File: src/include/rv_defs.svh
`ifndef RV_DEFS_SVH
`define RV_DEFS_SVH

// datapath and register file sizes
`define RV_XLEN   32
`define RV_AWIDTH 5
`define RV_NREGS  32

// major opcodes handled by this slice
`define RV_OP_REG 7'b0110011
`define RV_OP_IMM 7'b0010011
`define RV_OP_LUI 7'b0110111

// funct7 for SUB and SRA/SRAI
`define RV_F7_ALT 7'b0100000

`endif

File: src/design/rv_pkg.sv
`include "rv_defs.svh"

package rv_pkg;

    // register and ALU values
    typedef logic [`RV_XLEN-1:0] data_t;

    // register index
    typedef logic [`RV_AWIDTH-1:0] reg_addr_t;

    // immediate, already sign extended or shifted into the upper bits
    typedef logic [`RV_XLEN-1:0] imm_t;

    // ALU operations
    // PASS_B forwards operand b untouched, used for LUI
    typedef enum logic [3:0] {
        ALU_ADD,
        ALU_SUB,
        ALU_SLL,
        ALU_SLT,
        ALU_SLTU,
        ALU_XOR,
        ALU_SRL,
        ALU_SRA,
        ALU_OR,
        ALU_AND,
        ALU_PASS_B
    } alu_op_e;

endpackage

File: src/design/id_ex.sv
`timescale 1ns/1ns

module id_ex (
    input  logic              clk,
    input  logic              rst_n_i,
    input  logic              flush_i,

    input  rv_pkg::data_t     reg1_data_i,
    input  rv_pkg::data_t     reg2_data_i,
    input  rv_pkg::reg_addr_t reg1_addr_i,
    input  rv_pkg::reg_addr_t reg2_addr_i,
    input  rv_pkg::reg_addr_t rd_addr_i,
    input  rv_pkg::imm_t      imm_i,
    input  logic              use_imm_i,
    input  rv_pkg::alu_op_e   alu_op_i,
    input  logic              wb_en_i,

    // value being written back this cycle
    input  logic              is_wb_i,
    input  rv_pkg::reg_addr_t wb_addr_i,
    input  rv_pkg::data_t     wb_data_i,

    output rv_pkg::data_t     reg1_data_o,
    output rv_pkg::data_t     reg2_data_o,
    output rv_pkg::reg_addr_t reg1_addr_o,
    output rv_pkg::reg_addr_t reg2_addr_o,
    output rv_pkg::reg_addr_t rd_addr_o,
    output rv_pkg::imm_t      imm_o,
    output logic              use_imm_o,
    output rv_pkg::alu_op_e   alu_op_o,
    output logic              wb_en_o
);
    import rv_pkg::*;

    data_t reg1_byp;
    data_t reg2_byp;

    // regfile is written at the same edge, so pick up the value in flight
    assign reg1_byp = (is_wb_i && reg1_addr_i == wb_addr_i) ? wb_data_i : reg1_data_i;
    assign reg2_byp = (is_wb_i && reg2_addr_i == wb_addr_i) ? wb_data_i : reg2_data_i;

    always_ff @(posedge clk or negedge rst_n_i) begin
        if (!rst_n_i) begin
            reg1_data_o <= '0;
            reg2_data_o <= '0;
            reg1_addr_o <= '0;
            reg2_addr_o <= '0;
            rd_addr_o   <= '0;
            imm_o       <= '0;
            use_imm_o   <= 1'b0;
            alu_op_o    <= ALU_ADD;
            wb_en_o     <= 1'b0;
        end else if (flush_i) begin
            // bubble
            reg1_data_o <= '0;
            reg2_data_o <= '0;
            reg1_addr_o <= '0;
            reg2_addr_o <= '0;
            rd_addr_o   <= '0;
            imm_o       <= '0;
            use_imm_o   <= 1'b0;
            alu_op_o    <= ALU_ADD;
            wb_en_o     <= 1'b0;
        end else begin
            reg1_data_o <= reg1_byp;
            reg2_data_o <= reg2_byp;
            reg1_addr_o <= reg1_addr_i;
            reg2_addr_o <= reg2_addr_i;
            rd_addr_o   <= rd_addr_i;
            imm_o       <= imm_i;
            use_imm_o   <= use_imm_i;
            alu_op_o    <= alu_op_i;
            wb_en_o     <= wb_en_i;
        end
    end

endmodule

File: src/design/rv_decoder.sv
`timescale 1ns/1ns
`include "rv_defs.svh"

module rv_decoder (
    input  logic [31:0]       inst_i,
    output rv_pkg::reg_addr_t rs1_addr_o,
    output rv_pkg::reg_addr_t rs2_addr_o,
    output rv_pkg::reg_addr_t rd_addr_o,
    output rv_pkg::imm_t      imm_o,
    output logic              use_imm_o,
    output rv_pkg::alu_op_e   alu_op_o,
    output logic              wb_en_o
);
    import rv_pkg::*;

    logic [6:0] opcode;
    logic [2:0] funct3;
    logic [6:0] funct7;
    reg_addr_t  rd_field;
    reg_addr_t  rs1_field;
    reg_addr_t  rs2_field;
    logic       alt;
    logic       valid;
    alu_op_e    funct_op;

    assign opcode    = inst_i[6:0];
    assign rd_field  = inst_i[11:7];
    assign funct3    = inst_i[14:12];
    assign rs1_field = inst_i[19:15];
    assign rs2_field = inst_i[24:20];
    assign funct7    = inst_i[31:25];
    assign alt       = (funct7 == `RV_F7_ALT);

    // funct3 mapping shared by register and immediate forms
    // SUB only exists in the register form
    always_comb begin
        case (funct3)
            3'b000:  funct_op = (alt && opcode == `RV_OP_REG) ? ALU_SUB : ALU_ADD;
            3'b001:  funct_op = ALU_SLL;
            3'b010:  funct_op = ALU_SLT;
            3'b011:  funct_op = ALU_SLTU;
            3'b100:  funct_op = ALU_XOR;
            3'b101:  funct_op = alt ? ALU_SRA : ALU_SRL;
            3'b110:  funct_op = ALU_OR;
            default: funct_op = ALU_AND;
        endcase
    end

    always_comb begin
        valid      = 1'b0;
        rs1_addr_o = '0;
        rs2_addr_o = '0;
        imm_o      = '0;
        use_imm_o  = 1'b0;
        alu_op_o   = ALU_ADD;
        case (opcode)
            `RV_OP_REG: begin
                valid      = 1'b1;
                rs1_addr_o = rs1_field;
                rs2_addr_o = rs2_field;
                alu_op_o   = funct_op;
            end
            `RV_OP_IMM: begin
                valid      = 1'b1;
                rs1_addr_o = rs1_field;
                imm_o      = {{20{inst_i[31]}}, inst_i[31:20]};
                use_imm_o  = 1'b1;
                alu_op_o   = funct_op;
            end
            `RV_OP_LUI: begin
                valid     = 1'b1;
                imm_o     = {inst_i[31:12], 12'b0};
                use_imm_o = 1'b1;
                alu_op_o  = ALU_PASS_B;
            end
            default: begin
                // anything else becomes a bubble
                valid = 1'b0;
            end
        endcase
    end

    // no write-back ever targets x0
    assign rd_addr_o = valid ? rd_field : '0;
    assign wb_en_o   = valid && (rd_field != '0);

endmodule

File: src/design/rv_execute.sv
`timescale 1ns/1ns

module rv_execute (
    input  logic              clk,
    input  logic              rst_n_i,

    input  rv_pkg::data_t     reg1_data_i,
    input  rv_pkg::data_t     reg2_data_i,
    input  rv_pkg::reg_addr_t reg1_addr_i,
    input  rv_pkg::reg_addr_t reg2_addr_i,
    input  rv_pkg::reg_addr_t rd_addr_i,
    input  rv_pkg::imm_t      imm_i,
    input  logic              use_imm_i,
    input  rv_pkg::alu_op_e   alu_op_i,
    input  logic              wb_en_i,

    output logic              wb_we_o,
    output rv_pkg::reg_addr_t wb_addr_o,
    output rv_pkg::data_t     wb_data_o
);
    import rv_pkg::*;

    data_t    op_a;
    data_t    op_b_reg;
    data_t    op_b;
    data_t    result;
    logic [4:0] shamt;

    // forward from the previous instruction, newer than the id_ex bypass
    assign op_a     = (wb_we_o && reg1_addr_i == wb_addr_o) ? wb_data_o : reg1_data_i;
    assign op_b_reg = (wb_we_o && reg2_addr_i == wb_addr_o) ? wb_data_o : reg2_data_i;
    assign op_b     = use_imm_i ? imm_i : op_b_reg;
    assign shamt    = op_b[4:0];

    always_comb begin
        case (alu_op_i)
            ALU_ADD:    result = op_a + op_b;
            ALU_SUB:    result = op_a - op_b;
            ALU_SLL:    result = op_a << shamt;
            ALU_SLT:    result = {31'b0, $signed(op_a) < $signed(op_b)};
            ALU_SLTU:   result = {31'b0, op_a < op_b};
            ALU_XOR:    result = op_a ^ op_b;
            ALU_SRL:    result = op_a >> shamt;
            ALU_SRA:    result = $signed(op_a) >>> shamt;
            ALU_OR:     result = op_a | op_b;
            ALU_AND:    result = op_a & op_b;
            ALU_PASS_B: result = op_b;
            default:    result = '0;
        endcase
    end

    // write-back enable
    always_ff @(posedge clk or negedge rst_n_i) begin
        if (!rst_n_i) begin
            wb_we_o <= 1'b0;
        end else begin
            wb_we_o <= wb_en_i;
        end
    end

    // write-back payload, qualified by wb_we_o
    always_ff @(posedge clk) begin
        wb_addr_o <= rd_addr_i;
        wb_data_o <= result;
    end

    // relies on the decoder dropping rd == x0
    a_wb_not_x0: assert property (
        @(posedge clk) disable iff (!rst_n_i)
        wb_we_o |-> (wb_addr_o != '0)
    ) else $error("write-back names x0");

endmodule

File: src/design/rv_int_pipe.sv
`timescale 1ns/1ns

module rv_int_pipe (
    input  logic              clk,
    input  logic              rst_n_i,
    input  logic [31:0]       inst_i,
    input  logic              flush_i,
    output logic              wb_we_o,
    output rv_pkg::reg_addr_t wb_addr_o,
    output rv_pkg::data_t     wb_data_o
);
    import rv_pkg::*;

    // decode stage
    reg_addr_t rs1_addr;
    reg_addr_t rs2_addr;
    reg_addr_t rd_addr;
    imm_t      imm;
    logic      use_imm;
    alu_op_e   alu_op;
    logic      wb_en;
    data_t     rs1_data;
    data_t     rs2_data;

    // execute stage
    data_t     ex_reg1_data;
    data_t     ex_reg2_data;
    reg_addr_t ex_reg1_addr;
    reg_addr_t ex_reg2_addr;
    reg_addr_t ex_rd_addr;
    imm_t      ex_imm;
    logic      ex_use_imm;
    alu_op_e   ex_alu_op;
    logic      ex_wb_en;

    // write-back
    logic      wb_we;
    reg_addr_t wb_addr;
    data_t     wb_data;

    rv_decoder rv_decoder_inst (
        .inst_i     (inst_i),
        .rs1_addr_o (rs1_addr),
        .rs2_addr_o (rs2_addr),
        .rd_addr_o  (rd_addr),
        .imm_o      (imm),
        .use_imm_o  (use_imm),
        .alu_op_o   (alu_op),
        .wb_en_o    (wb_en)
    );

    rv_regfile rv_regfile_inst (
        .clk        (clk),
        .rst_n_i    (rst_n_i),
        .rs1_addr_i (rs1_addr),
        .rs2_addr_i (rs2_addr),
        .we_i       (wb_we),
        .waddr_i    (wb_addr),
        .wdata_i    (wb_data),
        .rs1_data_o (rs1_data),
        .rs2_data_o (rs2_data)
    );

    id_ex id_ex_inst (
        .clk         (clk),
        .rst_n_i     (rst_n_i),
        .flush_i     (flush_i),
        .reg1_data_i (rs1_data),
        .reg2_data_i (rs2_data),
        .reg1_addr_i (rs1_addr),
        .reg2_addr_i (rs2_addr),
        .rd_addr_i   (rd_addr),
        .imm_i       (imm),
        .use_imm_i   (use_imm),
        .alu_op_i    (alu_op),
        .wb_en_i     (wb_en),
        .is_wb_i     (wb_we),
        .wb_addr_i   (wb_addr),
        .wb_data_i   (wb_data),
        .reg1_data_o (ex_reg1_data),
        .reg2_data_o (ex_reg2_data),
        .reg1_addr_o (ex_reg1_addr),
        .reg2_addr_o (ex_reg2_addr),
        .rd_addr_o   (ex_rd_addr),
        .imm_o       (ex_imm),
        .use_imm_o   (ex_use_imm),
        .alu_op_o    (ex_alu_op),
        .wb_en_o     (ex_wb_en)
    );

    rv_execute rv_execute_inst (
        .clk         (clk),
        .rst_n_i     (rst_n_i),
        .reg1_data_i (ex_reg1_data),
        .reg2_data_i (ex_reg2_data),
        .reg1_addr_i (ex_reg1_addr),
        .reg2_addr_i (ex_reg2_addr),
        .rd_addr_i   (ex_rd_addr),
        .imm_i       (ex_imm),
        .use_imm_i   (ex_use_imm),
        .alu_op_i    (ex_alu_op),
        .wb_en_i     (ex_wb_en),
        .wb_we_o     (wb_we),
        .wb_addr_o   (wb_addr),
        .wb_data_o   (wb_data)
    );

    assign wb_we_o   = wb_we;
    assign wb_addr_o = wb_addr;
    assign wb_data_o = wb_data;

endmodule

File: src/design/rv_regfile.sv
`timescale 1ns/1ns
`include "rv_defs.svh"

module rv_regfile (
    input  logic              clk,
    input  logic              rst_n_i,
    input  rv_pkg::reg_addr_t rs1_addr_i,
    input  rv_pkg::reg_addr_t rs2_addr_i,
    input  logic              we_i,
    input  rv_pkg::reg_addr_t waddr_i,
    input  rv_pkg::data_t     wdata_i,
    output rv_pkg::data_t     rs1_data_o,
    output rv_pkg::data_t     rs2_data_o
);
    import rv_pkg::*;

    // x0 is not stored
    data_t regs [1:`RV_NREGS-1];

    always_ff @(posedge clk or negedge rst_n_i) begin
        if (!rst_n_i) begin
            for (int i = 1; i < `RV_NREGS; i++) begin
                regs[i] <= '0;
            end
        end else if (we_i) begin
            regs[waddr_i] <= wdata_i;
        end
    end

    // combinational reads, same-cycle writes are covered by the id_ex bypass
    assign rs1_data_o = (rs1_addr_i == '0) ? '0 : regs[rs1_addr_i];
    assign rs2_data_o = (rs2_addr_i == '0) ? '0 : regs[rs2_addr_i];

    // the decoder filters rd == x0, so it never reaches the write port
    a_no_x0_write: assert property (
        @(posedge clk) disable iff (!rst_n_i)
        we_i |-> (waddr_i != '0)
    ) else $error("regfile write to x0");

endmodule

File: config.mk
export PLATFORM = sky130hd
export DESIGN_NAME = rv_int_pipe
export DESIGN_NICKNAME = d
export VERILOG_FILES = /design/src/design/rv_pkg.sv /design/src/design/id_ex.sv /design/src/design/rv_decoder.sv /design/src/design/rv_execute.sv /design/src/design/rv_int_pipe.sv /design/src/design/rv_regfile.sv
export VERILOG_INCLUDE_DIRS = /design/src /design/src/include
export SDC_FILE = /design/constraint.sdc
export NUM_CORES = 2
export LEC_CHECK = 0
export BUFFER_PORTS_ARGS = -buffer_cell sky130_fd_sc_hd__buf_2
export CORE_ASPECT_RATIO = 1.4
export CORE_MARGIN = 1.5
export CORE_UTILIZATION = 42
export DETAILED_ROUTE_END_ITERATION = 10
export SLEW_MARGIN = 15
export SYNTH_ARGS = -nofsm -noshare
export SYNTH_HDL_FRONTEND = slang
export SYNTH_SLANG_ARGS = --single-unit
export TNS_END_PERCENT = 50
File: constraint.sdc
create_clock -name clk -period 8.8 [get_ports clk]
set_input_delay 1.32 -clock clk [delete_from_list [all_inputs] [get_ports clk]]
set_output_delay 1.32 -clock clk [all_outputs]
set_load 0.05 [all_outputs]
==> impl_metrics.ini <==
[cts]
tritoncts = done
hold_buffers = 0
cts_buffer_depth = 3
clock-sinks = 1147
clk_pin_slew_ns = 0.08
cts_made_buffers = 114
cts_root_buf = clkbuf_16
post_cts_buffers = 0
insertion_delay_ns = 0.83
htreeDepth = 3
cts_resized = 0

[placement]
io_buffers = 72
finalWeightedCongestion = 1.00
post_dp_cell_area_um2 = 73000
hpwl_um = 194000
dp.cells = 9134
post-place-ws_ns = 2.65

[floorplanning]
dieArea_um2 = 171000
die_h_um = 488
core_area_um2 = 168000
initial_core_util = 0.422
rows = 178
die_x_um = 350
ioPinCount = 73

[synthesis]
synthDistinctLibCells = 109
ys_warn_count = 0
syn-cell-area_um2 = 70700
synth_top_cell_by_area = dfrtp_1
yosysTopAreaCellShare = 0.393
syn-num-nets = 7474
syn_inst = 7340
synth_ff_type = dfrtp_1
yosysSeqAreaShare = 0.403
ys_ff_latch = 1147
synth-edff-count = 0
synthArstFlopShare = 0.968
syn_area_per_cell_um2 = 9.63
ys_top_cells_by_area = dfrtp_1 39%, mux2_2 17%, nand2_1 5.3%

[setup_path]
startpoint_type = flop
critPathRequiredTime_ns = 9.55
critPathKind = reg -> reg
worst_ep_arrival_time_ns = 7.13
crit_path_end_kind = flop
cp_max_fo = 62

[grt]
globalRoute.busiestLayer = met2
grt_pass1_wl_um = 434000
grt_pass1_vias = 60800
antenna_found_initial = 13
grt.met3_usage = 0.0688
grt_start_max_net_pins = 162
use_met1 = 0.424
grt_usage = 0.347
met2_usage = 0.551
grt_overflow_total = 0

[routing]
first_pass_iters = 6
ant_nets = 0
vias_per_cell = 6.69
route.detailed.drc = 0
drt_wl_total_um = 303000
wire_per_inst_um = 32.4
vias = 62500
dr.first_iter.drc_count = 7261

[power]
power.share.sequential = 0.491
sw_frac_of_total = 0.243
p_comb_frac = 0.038
power_mw = 10.7
p_sw_mw = 2.62
p_leak_nw = 33.7
peakVddDrop_mv = 0.160
clkPwrFrac = 0.471
p_per_area_nw_per_um2 = 140
internal_power_mw = 8.13

[final_layout]
final_common_cell = dfrtp_1
layout_common_cells = 1109 x dfrtp_1, 1036 x mux2_2, 970 x nand2_1, 479 x a21oi_1, 364 x mux2i_1
drive_gt1_frac = 0.233
fin_util = 0.458
fin_nets = 7135
area_growth_pct = 8.65
final_area_um2 = 76800
finalNonFillerCells = 9348

[flow_run]
maxCapViolCount = 0

[timing]
whs_ns = 0.350
finalHoldViolCount = 0
clock_skew_ns = 0.0523
postLayoutSetupSlackWorst_ns = 2.42
slew_headroom = 0.150
finalSetupTns_ns = 0
worst_pin_slew_ns = 1.27
setup_viol = 0
fmax_ghz = 0.157
drv_slew = 0
period_needed_ns = 6.38
rsz0062_at_grt = no
fin_crit_sh = 0.725

[run_status]
outcome = completed

[hold_path]
hp-class = reg -> reg
-- power groups by stage --
| stage | clock (mW) | sequential (mW) | combinational, mW |
|---|---|---|---|
| after CTS | 5.12 | 5.27 | 0.407 |
| final | 5.06 | 5.27 | 0.411 |
| after detailed placement | 0 | 5.37 | 0.406 |
| after global placement | 0 | 5.37 | 0.404 |
| after floorplan | 0 | 5.37 | 0.162 |
| after global routing | 5.32 | 5.27 | 0.433 |
-- registers in the layout, indices dropped and copies added (netlist names) --
register                   flops
id_ex_inst.alu_op_o            4
id_ex_inst.imm_o              32
id_ex_inst.rd_addr_o           5
id_ex_inst.reg1_addr_o         5
id_ex_inst.reg1_data_o        32
id_ex_inst.reg2_addr_o         5
id_ex_inst.reg2_data_o        32
id_ex_inst.use_imm_o           1
id_ex_inst.wb_en_o             1
rv_execute_inst.wb_addr_o      5
rv_execute_inst.wb_data_o     32
rv_execute_inst.wb_we_o        1
rv_regfile_inst.regs         992
-- cell families after synthesis --
logic type | Yosys count | share of synthesized area
AOI/OAI and AO/OA | 1889 | 0.182
xor gates and xnor gates | 27 | 0.00335
adders and majority gates | 99 | 0.0177
buffers and inverters | 833 | 0.0474
DFF | 1147 | 0.403
muxes | 1437 | 0.228
and+or+nand+nor | 1908 | 0.119
-- cells in the mapped netlist, drive strengths merged (7+ instances only) --
library cell,instances
o211ai,37
or3,11
inv,103
a22oi,58
nand4,21
o31ai,38
a2111oi,38
nand2,1000
nor2,313
o21bai,12
and2,26
a21oi,481
a21o,21
ha,97
o311ai,17
a31o,8
mux2i,367
xnor2,20
mux4,33
a211o,13
clkbuf,565
xor2,7
a221o,48
a31oi,31
nor2b,126
o21ai,371
dfrtp,1110
a32o,14
o221ai,40
a311oi,158
dfxtp,37
nor4,20
mux2,1037
nand3,199
and3,38
nor3,103
nand2b,15
or2,10
a221oi,119
o22ai,45
buf,163
a211oi,279
-- critical path, stage by stage (launching register included) --
cell,delay [ns]
dfxtp_1,0.73
xor2_1,0.20
nor4_4,0.54
mux2_4,0.37
nand2_4,0.53
ha_1,0.31
inv_1,0.07
fa_1,0.44
a21oi_1,0.23
o21ai_0,0.20
o41ai_1,0.30
buf_4,0.22
o221ai_2,0.21
a2111oi_2,0.76
nor3_1,0.19
o41ai_4,0.40
o311ai_1,0.15
buf_4,0.21
o311ai_1,0.08
a311o_1,0.17
-- final timing paths --
kind,from,to,slack [ns],cells after the start
setup / recovery,rv_execute_inst.wb_addr_o[1],rv_execute_inst.wb_data_o[0],2.42,19
hold / removal,id_ex_inst.wb_en_o,rv_execute_inst.wb_we_o,0.35,0
setup reg to reg,rv_execute_inst.wb_addr_o[1],rv_execute_inst.wb_data_o[0],2.42,19
hold reg to reg,id_ex_inst.wb_en_o,rv_execute_inst.wb_we_o,0.35,0
max in group asynchronous,rst_n_i,rv_regfile_inst.regs[517],6.32,3
min in group asynchronous,rst_n_i,rv_regfile_inst.regs[436],0.49,1
-- layout make-up --
class,instances,area (um2)
antenna,4,10.0
clock buffer,175,3360
clock inverter,34,389
fill,15900,90900
inverter,105,399
multi-input combinational,5360,39200
sequential,1147,28500
tap,2250,2820
timing repair buffer,273,2110
-- per-layer routing --
| metal | wire [um] | part of all wire | up-vias |
|---|---|---|---|
| met5 | 101 | 0.00033 | - |
| met4 | 23000 | 0.076 | 16 |
| met3 | 26800 | 0.089 | 1007 |
| met2 | 139000 | 0.46 | 3595 |
| met1 | 114000 | 0.38 | 31600 |
| li1 | - | - | 26300 |
No activity file was read; power rests on OpenSTA's default activity.
